`src/design/uart_pkg.sv`:
```
`default_nettype none

package uart_pkg;

    // Data bits per frame. One start bit and one stop bit surround them.
    localparam int UART_DATA_W = 8;

    // One received frame as the receiver hands it out with its done pulse.
    typedef struct packed {
        logic                   framing_error;  // Stop bit sampled low.
        logic [UART_DATA_W-1:0] data;           // First bit on the line sits in bit 0.
    } uart_rx_result_t;

    // Receiver FSM states.
    typedef enum logic [1:0] {
        RX_IDLE  = 2'd0,  // Waiting for a falling edge.
        RX_START = 2'd1,  // Counting up to the middle of the start bit.
        RX_DATA  = 2'd2,
        RX_STOP  = 2'd3
    } rx_state_e;

    // Transmitter FSM states.
    typedef enum logic [1:0] {
        TX_IDLE  = 2'd0,
        TX_START = 2'd1,
        TX_DATA  = 2'd2,
        TX_STOP  = 2'd3
    } tx_state_e;

endpackage

`default_nettype wire

```
`src/design/baud_tick_gen.sv`:
```
`timescale 1ns/1ps
`default_nettype none

module baud_tick_gen #(
    parameter int TICK_DIVISOR = 4
) (
    input  logic i_clk,
    input  logic i_rst,
    output logic o_tick
);

    // A divisor of one still needs a one-bit counter, which then stays at zero.
    localparam int CNT_W = (TICK_DIVISOR > 1) ? $clog2(TICK_DIVISOR) : 1;
    localparam logic [CNT_W-1:0] LAST_CNT = CNT_W'(TICK_DIVISOR - 1);

    logic [CNT_W-1:0] cnt;
    logic             tick_q;

    always_ff @(posedge i_clk) begin
        if (i_rst) begin
            cnt    <= '0;
            tick_q <= 1'b0;
        end else begin
            if (cnt == LAST_CNT) begin
                cnt    <= '0;
                tick_q <= 1'b1;  // Strobe lasts exactly one clock.
            end else begin
                cnt    <= cnt + 1'b1;
                tick_q <= 1'b0;
            end
        end
    end

    assign o_tick = tick_q;

endmodule

`default_nettype wire

```
`src/design/uart_rx.sv`:
```
`timescale 1ns/1ps
`default_nettype none

module uart_rx #(
    parameter int OVERSAMPLING = 16
) (
    input  logic                      i_clk,
    input  logic                      i_rst,
    input  logic                      i_rx,
    input  logic                      i_tick,
    output uart_pkg::uart_rx_result_t o_rx_result,
    output logic                      o_rx_done
);

    import uart_pkg::*;

    localparam int TICK_W = $clog2(OVERSAMPLING);
    localparam int BIT_W  = $clog2(UART_DATA_W);

    // The start bit is checked half a bit in. Every later sample then comes one full
    // bit after the one before it, so each sample lands in the middle of its bit.
    localparam logic [TICK_W-1:0] MID_TICK  = TICK_W'(OVERSAMPLING / 2 - 1);
    localparam logic [TICK_W-1:0] LAST_TICK = TICK_W'(OVERSAMPLING - 1);
    localparam logic [BIT_W-1:0]  LAST_BIT  = BIT_W'(UART_DATA_W - 1);

    rx_state_e              state;
    rx_state_e              state_next;
    logic [TICK_W-1:0]      tick_cnt;
    logic [TICK_W-1:0]      tick_cnt_next;
    logic [BIT_W-1:0]       bit_cnt;
    logic [BIT_W-1:0]       bit_cnt_next;
    logic [UART_DATA_W-1:0] shift_reg;
    logic [UART_DATA_W-1:0] shift_reg_next;
    uart_rx_result_t        result_q;
    uart_rx_result_t        result_next;
    logic                   done_q;
    logic                   done_next;

    always_ff @(posedge i_clk) begin
        if (i_rst) begin
            state    <= RX_IDLE;
            tick_cnt <= '0;
            bit_cnt  <= '0;
            result_q <= '0;
            done_q   <= 1'b0;
        end else begin
            state    <= state_next;
            tick_cnt <= tick_cnt_next;
            bit_cnt  <= bit_cnt_next;
            result_q <= result_next;
            done_q   <= done_next;
        end
    end

    always_ff @(posedge i_clk) begin
        shift_reg <= shift_reg_next;
    end

    always_comb begin
        state_next     = state;
        tick_cnt_next  = tick_cnt;
        bit_cnt_next   = bit_cnt;
        shift_reg_next = shift_reg;
        result_next    = result_q;
        done_next      = 1'b0;

        case (state)
            RX_IDLE: begin
                if (!i_rx) begin
                    state_next    = RX_START;
                    tick_cnt_next = '0;
                end
            end

            RX_START: begin
                if (i_tick) begin
                    if (tick_cnt == MID_TICK) begin
                        tick_cnt_next = '0;
                        if (i_rx) begin
                            state_next = RX_IDLE;  // Glitch, not a start bit.
                        end else begin
                            state_next   = RX_DATA;
                            bit_cnt_next = '0;
                        end
                    end else begin
                        tick_cnt_next = tick_cnt + 1'b1;
                    end
                end
            end

            RX_DATA: begin
                if (i_tick) begin
                    if (tick_cnt == LAST_TICK) begin
                        tick_cnt_next  = '0;
                        shift_reg_next = {i_rx, shift_reg[UART_DATA_W-1:1]};  // LSB first.
                        if (bit_cnt == LAST_BIT) begin
                            state_next = RX_STOP;
                        end else begin
                            bit_cnt_next = bit_cnt + 1'b1;
                        end
                    end else begin
                        tick_cnt_next = tick_cnt + 1'b1;
                    end
                end
            end

            RX_STOP: begin
                if (i_tick) begin
                    if (tick_cnt == LAST_TICK) begin
                        // Finishing at mid stop bit leaves half a bit to catch the next edge.
                        tick_cnt_next             = '0;
                        result_next.data          = shift_reg;
                        result_next.framing_error = ~i_rx;
                        done_next                 = 1'b1;
                        state_next                = RX_IDLE;
                    end else begin
                        tick_cnt_next = tick_cnt + 1'b1;
                    end
                end
            end

            default: begin
                state_next = RX_IDLE;
            end
        endcase
    end

    assign o_rx_result = result_q;
    assign o_rx_done   = done_q;

endmodule

`default_nettype wire

```
`src/design/uart_tx.sv`:
```
`timescale 1ns/1ps
`default_nettype none

module uart_tx #(
    parameter int OVERSAMPLING = 16
) (
    input  logic                             i_clk,
    input  logic                             i_rst,
    input  logic                             i_tick,
    input  logic                             i_tx_start,
    input  logic [uart_pkg::UART_DATA_W-1:0] i_tx_data,
    output logic                             o_tx,
    output logic                             o_tx_busy,
    output logic                             o_tx_done
);

    import uart_pkg::*;

    localparam int TICK_W = $clog2(OVERSAMPLING);
    localparam int BIT_W  = $clog2(UART_DATA_W);
    localparam logic [TICK_W-1:0] LAST_TICK = TICK_W'(OVERSAMPLING - 1);
    localparam logic [BIT_W-1:0]  LAST_BIT  = BIT_W'(UART_DATA_W - 1);

    tx_state_e              state;
    tx_state_e              state_next;
    logic [TICK_W-1:0]      tick_cnt;
    logic [TICK_W-1:0]      tick_cnt_next;
    logic [BIT_W-1:0]       bit_cnt;
    logic [BIT_W-1:0]       bit_cnt_next;
    logic [UART_DATA_W-1:0] shift_reg;
    logic [UART_DATA_W-1:0] shift_reg_next;
    logic                   tx_q;
    logic                   tx_next;
    logic                   done_q;
    logic                   done_next;

    always_ff @(posedge i_clk) begin
        if (i_rst) begin
            state    <= TX_IDLE;
            tick_cnt <= '0;
            bit_cnt  <= '0;
            tx_q     <= 1'b1;  // Line idles high.
            done_q   <= 1'b0;
        end else begin
            state    <= state_next;
            tick_cnt <= tick_cnt_next;
            bit_cnt  <= bit_cnt_next;
            tx_q     <= tx_next;
            done_q   <= done_next;
        end
    end

    always_ff @(posedge i_clk) begin
        shift_reg <= shift_reg_next;
    end

    always_comb begin
        state_next     = state;
        tick_cnt_next  = tick_cnt;
        bit_cnt_next   = bit_cnt;
        shift_reg_next = shift_reg;
        tx_next        = tx_q;
        done_next      = 1'b0;

        case (state)
            TX_IDLE: begin
                tx_next = 1'b1;
                if (i_tx_start) begin
                    state_next     = TX_START;
                    tick_cnt_next  = '0;
                    shift_reg_next = i_tx_data;
                    tx_next        = 1'b0;  // Start bit goes out right away.
                end
            end

            TX_START: begin
                if (i_tick) begin
                    if (tick_cnt == LAST_TICK) begin
                        state_next    = TX_DATA;
                        tick_cnt_next = '0;
                        bit_cnt_next  = '0;
                        tx_next       = shift_reg[0];
                    end else begin
                        tick_cnt_next = tick_cnt + 1'b1;
                    end
                end
            end

            TX_DATA: begin
                if (i_tick) begin
                    if (tick_cnt == LAST_TICK) begin
                        tick_cnt_next  = '0;
                        shift_reg_next = {1'b0, shift_reg[UART_DATA_W-1:1]};
                        if (bit_cnt == LAST_BIT) begin
                            state_next = TX_STOP;
                            tx_next    = 1'b1;
                        end else begin
                            bit_cnt_next = bit_cnt + 1'b1;
                            tx_next      = shift_reg[1];  // Next bit before the shift lands.
                        end
                    end else begin
                        tick_cnt_next = tick_cnt + 1'b1;
                    end
                end
            end

            TX_STOP: begin
                if (i_tick) begin
                    if (tick_cnt == LAST_TICK) begin
                        state_next    = TX_IDLE;
                        tick_cnt_next = '0;
                        done_next     = 1'b1;
                    end else begin
                        tick_cnt_next = tick_cnt + 1'b1;
                    end
                end
            end

            default: begin
                state_next = TX_IDLE;
                tx_next    = 1'b1;
            end
        endcase
    end

    assign o_tx      = tx_q;
    assign o_tx_busy = (state != TX_IDLE);  // Start pulses are dropped while this is high.
    assign o_tx_done = done_q;

endmodule

`default_nettype wire

```
`src/design/uart_core.sv`:
```
`timescale 1ns/1ps
`default_nettype none

module uart_core #(
    parameter int OVERSAMPLING = 16,
    parameter int TICK_DIVISOR = 4
) (
    input  logic                             i_clk,
    input  logic                             i_rst,
    input  logic                             i_rx,
    input  logic                             i_tx_start,
    input  logic [uart_pkg::UART_DATA_W-1:0] i_tx_data,
    output logic                             o_tx,
    output logic                             o_tx_busy,
    output logic                             o_tx_done,
    output logic                             o_rx_done,
    output uart_pkg::uart_rx_result_t        o_rx_result
);

    logic tick;  // One strobe drives both directions.

    baud_tick_gen #(
        .TICK_DIVISOR (TICK_DIVISOR)
    ) u_tick (
        .i_clk  (i_clk),
        .i_rst  (i_rst),
        .o_tick (tick)
    );

    // The serial input is expected to be synchronized to i_clk already.
    uart_rx #(
        .OVERSAMPLING (OVERSAMPLING)
    ) u_rx (
        .i_clk       (i_clk),
        .i_rst       (i_rst),
        .i_rx        (i_rx),
        .i_tick      (tick),
        .o_rx_result (o_rx_result),
        .o_rx_done   (o_rx_done)
    );

    uart_tx #(
        .OVERSAMPLING (OVERSAMPLING)
    ) u_tx (
        .i_clk      (i_clk),
        .i_rst      (i_rst),
        .i_tick     (tick),
        .i_tx_start (i_tx_start),
        .i_tx_data  (i_tx_data),
        .o_tx       (o_tx),
        .o_tx_busy  (o_tx_busy),
        .o_tx_done  (o_tx_done)
    );

endmodule

`default_nettype wire

```
`config.mk`:
```
export PLATFORM = sky130hd
export DESIGN_NAME = uart_core
export DESIGN_NICKNAME = d
export VERILOG_FILES = /design/src/design/uart_pkg.sv /design/src/design/baud_tick_gen.sv /design/src/design/uart_rx.sv /design/src/design/uart_tx.sv /design/src/design/uart_core.sv
export SDC_FILE = /design/constraint.sdc
export NUM_CORES = 1
export LEC_CHECK = 0
export ABC_AREA = 1
export BUFFER_PORTS_ARGS = -buffer_cell sky130_fd_sc_hd__buf_2
export CAP_MARGIN = 10
export CORE_MARGIN = 5
export CORE_UTILIZATION = 35
export CTS_CLUSTER_DIAMETER = 50
export DETAILED_ROUTE_END_ITERATION = 10
export SLEW_MARGIN = 20
export SYNTH_ARGS = -nofsm -noshare
export SYNTH_HDL_FRONTEND = slang
export SYNTH_SLANG_ARGS = --single-unit
```
`constraint.sdc`:
```
create_clock -name i_clk -period 1.9 [get_ports i_clk]
set_input_delay 0.285 -clock i_clk [delete_from_list [all_inputs] [get_ports i_clk]]
set_output_delay 0.285 -clock i_clk [all_outputs]
set_load 0.1 [all_outputs]
```
==> results.sh <==
export IMPL_outcome="completed"
export IMPL_yosys_warnings=0
export IMPL_drt_met1_wl_um=1927
export IMPL_cts_buffer_depth=2
export IMPL_cts_tree="yes"
export IMPL_startpoint="u_tx.state[1]"
export IMPL_grt_total_usage=0.1110
export IMPL_final_cell_mix="nand2_1 (60), nor2_1 (43), dfxtp_1 (33)"
export IMPL_swShare=0.3735
export IMPL_cp_end_kind="output port"
export IMPL_drive_above_1_share=0.1723
export IMPL_timing_slew_headroom=0.6485
export IMPL_wl_met2_um=1856
export IMPL_rr_worst_depth=10
export IMPL_finClkSkew_ns=0.01482
export IMPL_core_rowCount=29
export IMPL_vias_per_cell=4.676
export IMPL_antenna_found_initial=0
export IMPL_path_clk_slew_ns=0.10
export IMPL_fin_cells=373
export IMPL_cts_root_buf="clkbuf_8"
export IMPL_p_clk_frac=0.227
export IMPL_io_pins=25
export IMPL_p_seq_frac=0.471
export IMPL_syn_area_per_cell_um2=8.324
export IMPL_p_comb_frac=0.302
export IMPL_crit_type="reg2out"
export IMPL_core_area_um2=6241
export IMPL_start_util=0.3534
export IMPL_wl_um=4029
export IMPL_arrival_ns=1.48
export IMPL_finalCritPeriodShare=0.9280
export IMPL_syn_to_final_growth_pct=14.46
export IMPL_layout_commonest_cell="nand2_1"
export IMPL_ys_types=27
export IMPL_clk_latency_ns=0.31
export IMPL_synth_area_um2=2206
export IMPL_path_max_fanout=7
export IMPL_io_buffers=24
export IMPL_multi_input_comb_area_um2=932.1
export IMPL_die_w_um=89.39
export IMPL_rsz0062_at_grt="false"
export IMPL_finalCriticalPeriod_ns=1.763
export IMPL_grt_first_pass_wirelength_um=6913
export IMPL_leakage_nw=1.113
export IMPL_power_mw=2.893
export IMPL_slew_violations=0
export IMPL_tightestPinTransition_ns=0.5267
export IMPL_fin_area_um2=2525
export IMPL_vias=1744
export IMPL_finalSetupViolations=0
export IMPL_diodes=0
export IMPL_dp_hpwl_um=2862
export IMPL_power_switching_mw=1.081
export IMPL_dpl_cell_area_um2=2425
export IMPL_final_nets=319
export IMPL_seq_area_um2=1141
export IMPL_grt_max_degree=19
export IMPL_dieArea_um2=7991
export IMPL_synth_nets=289
export IMPL_seq_area_frac_synth=0.5173
export IMPL_die_h_um=89.39
export IMPL_gp_congestion=0.8337
export IMPL_largest_reg_flops=9
export IMPL_drtAntennaViolNets=0
export IMPL_dr_wl_met3_um=186
export IMPL_placedCellCount=365
export IMPL_irDropWorstVdd_mv=0.5435
export IMPL_dr_pass1_iters=5
export IMPL_synthCells=265
export IMPL_p_int_mw=1.812
export IMPL_fin_tns_setup_ns=0
export IMPL_overflow=0
export IMPL_crit_required_ns=1.62
export IMPL_whs_path_depth=2
export IMPL_wire_per_inst_um=10.80
export IMPL_first_global_vias=1608
export IMPL_max_freq_mhz=567.1
export IMPL_powerDensity_nw_per_um2=1146
export IMPL_hold_path_class="in2reg"
export IMPL_maxCapViolations=0
export IMPL_cts_sink_count=49
export IMPL_numCtsBuffers=5
export IMPL_routed_top_layer="met4"
export IMPL_synth_seq_cells=49
export IMPL_drt_iter0_drc=68
export IMPL_final_hold_viol_count=0
export IMPL_cts_hold_fix_buffers=0
export IMPL_startpoint_type="flip-flop"
export IMPL_route_detailed_drc=0
export IMPL_r2r_start="u_tx.state[0]"
export IMPL_nFillCells=646
export IMPL_cts_htree_levels=2
export IMPL_hold_start="i_rx"
export IMPL_post_route_util=0.4046
## cell type report
| class | instances | area share |
|---|---|---|
| clock buffer | 5 | 0.02725 |
| clock inverter | 3 | 0.01140 |
| inverter | 26 | 0.03865 |
| multi-input combinational | 184 | 0.3692 |
| sequential | 49 | 0.4519 |
| tap | 77 | 0.03816 |
| timing repair buffer | 29 | 0.06343 |
## kinds of logic after synthesis
| family | Yosys count | share of synthesized area |
|---|---|---|
| AND/OR/NAND/NOR | 133 | 0.2535 |
| flip-flops | 49 | 0.5173 |
| AO/OA/AOI/OAI | 37 | 0.09303 |
| buffers and inverters | 32 | 0.06012 |
| adder cells (fa/ha/maj) | 12 | 0.06806 |
| XOR/XNOR | 2 | 0.007942 |
## power by group through the flow
stage               clock [mW]  sequential, mW  combinational [mW]
floorplan                    0            1.42               0.647
global placement             0            1.38               0.865
detailed placement           0            1.39               0.878
CTS                      0.694            1.36               0.887
global route             0.724            1.38               0.999
finish                   0.656            1.36               0.874
## worst max-delay path: stages (launching register included)
cell and delay (ns):
dfxtp_1 0.42, inv_1 0.10, ha_1 0.28, inv_1 0.09, buf_4 0.28
## worst paths after layout
check,to,slack [ns]
setup reg to reg,u_tx.state[1],0.26
hold / removal,u_rx.o_rx_result[8],0.22
hold reg to reg,u_tick.cnt[0],0.44
setup / recovery,o_tx_busy,0.14
## metrics by stage
stage	setup WS (ns)	hold slack [ns]
final	0.1368	0.2243
after global routing	0.01077	0.2298
after CTS	0.1081	0.2266
after detailed placement	0.2498	0.4226
after global placement	0.3015	0.4187
after floorplan	0.1232	0.3733
## synth_stat cells
library cell | count | area, µm²
o21ai_0 | 18 | 90.09
a211oi_1 | 1 | 7.510
nor2_2 | 3 | 18.77
xnor2_1 | 1 | 8.760
xor2_1 | 1 | 8.760
ha_1 | 12 | 150.1
edfxtp_1 | 16 | 480.5
o211ai_1 | 1 | 7.510
nand4_1 | 1 | 6.260
nand2_2 | 3 | 18.77
inv_2 | 4 | 15.01
nor3_2 | 1 | 10.01
nor2_1 | 43 | 161.4
dfxtp_1 | 33 | 660.6
o21ai_4 | 1 | 16.27
a21oi_1 | 15 | 75.07
inv_1 | 22 | 82.58
nor2_4 | 1 | 11.26
nor3_1 | 3 | 15.01
nand2_1 | 60 | 225.2
clkbuf_1 | 3 | 11.26
nand3_1 | 17 | 85.08
o21ai_2 | 1 | 8.760
buf_2 | 1 | 5.000
buf_6 | 1 | 11.26
buf_4 | 1 | 7.510
nor3b_1 | 1 | 7.510
## layer usage
layer | GRT usage | up-vias
met5 | 0 | -
met2 | 0.1855 | 28
met3 | 0.03041 | 4
li1 | - | 917
met1 | 0.1350 | 795
met4 | 0.04465 | 0
## timing repair
item | in CTS | in global routing
endpoints found under the setup margin | 1 | 0
buffers inserted | 0 | 0
gates resized for setup | 1 | 0
Note: power is estimated with default switching activity, not from simulation.
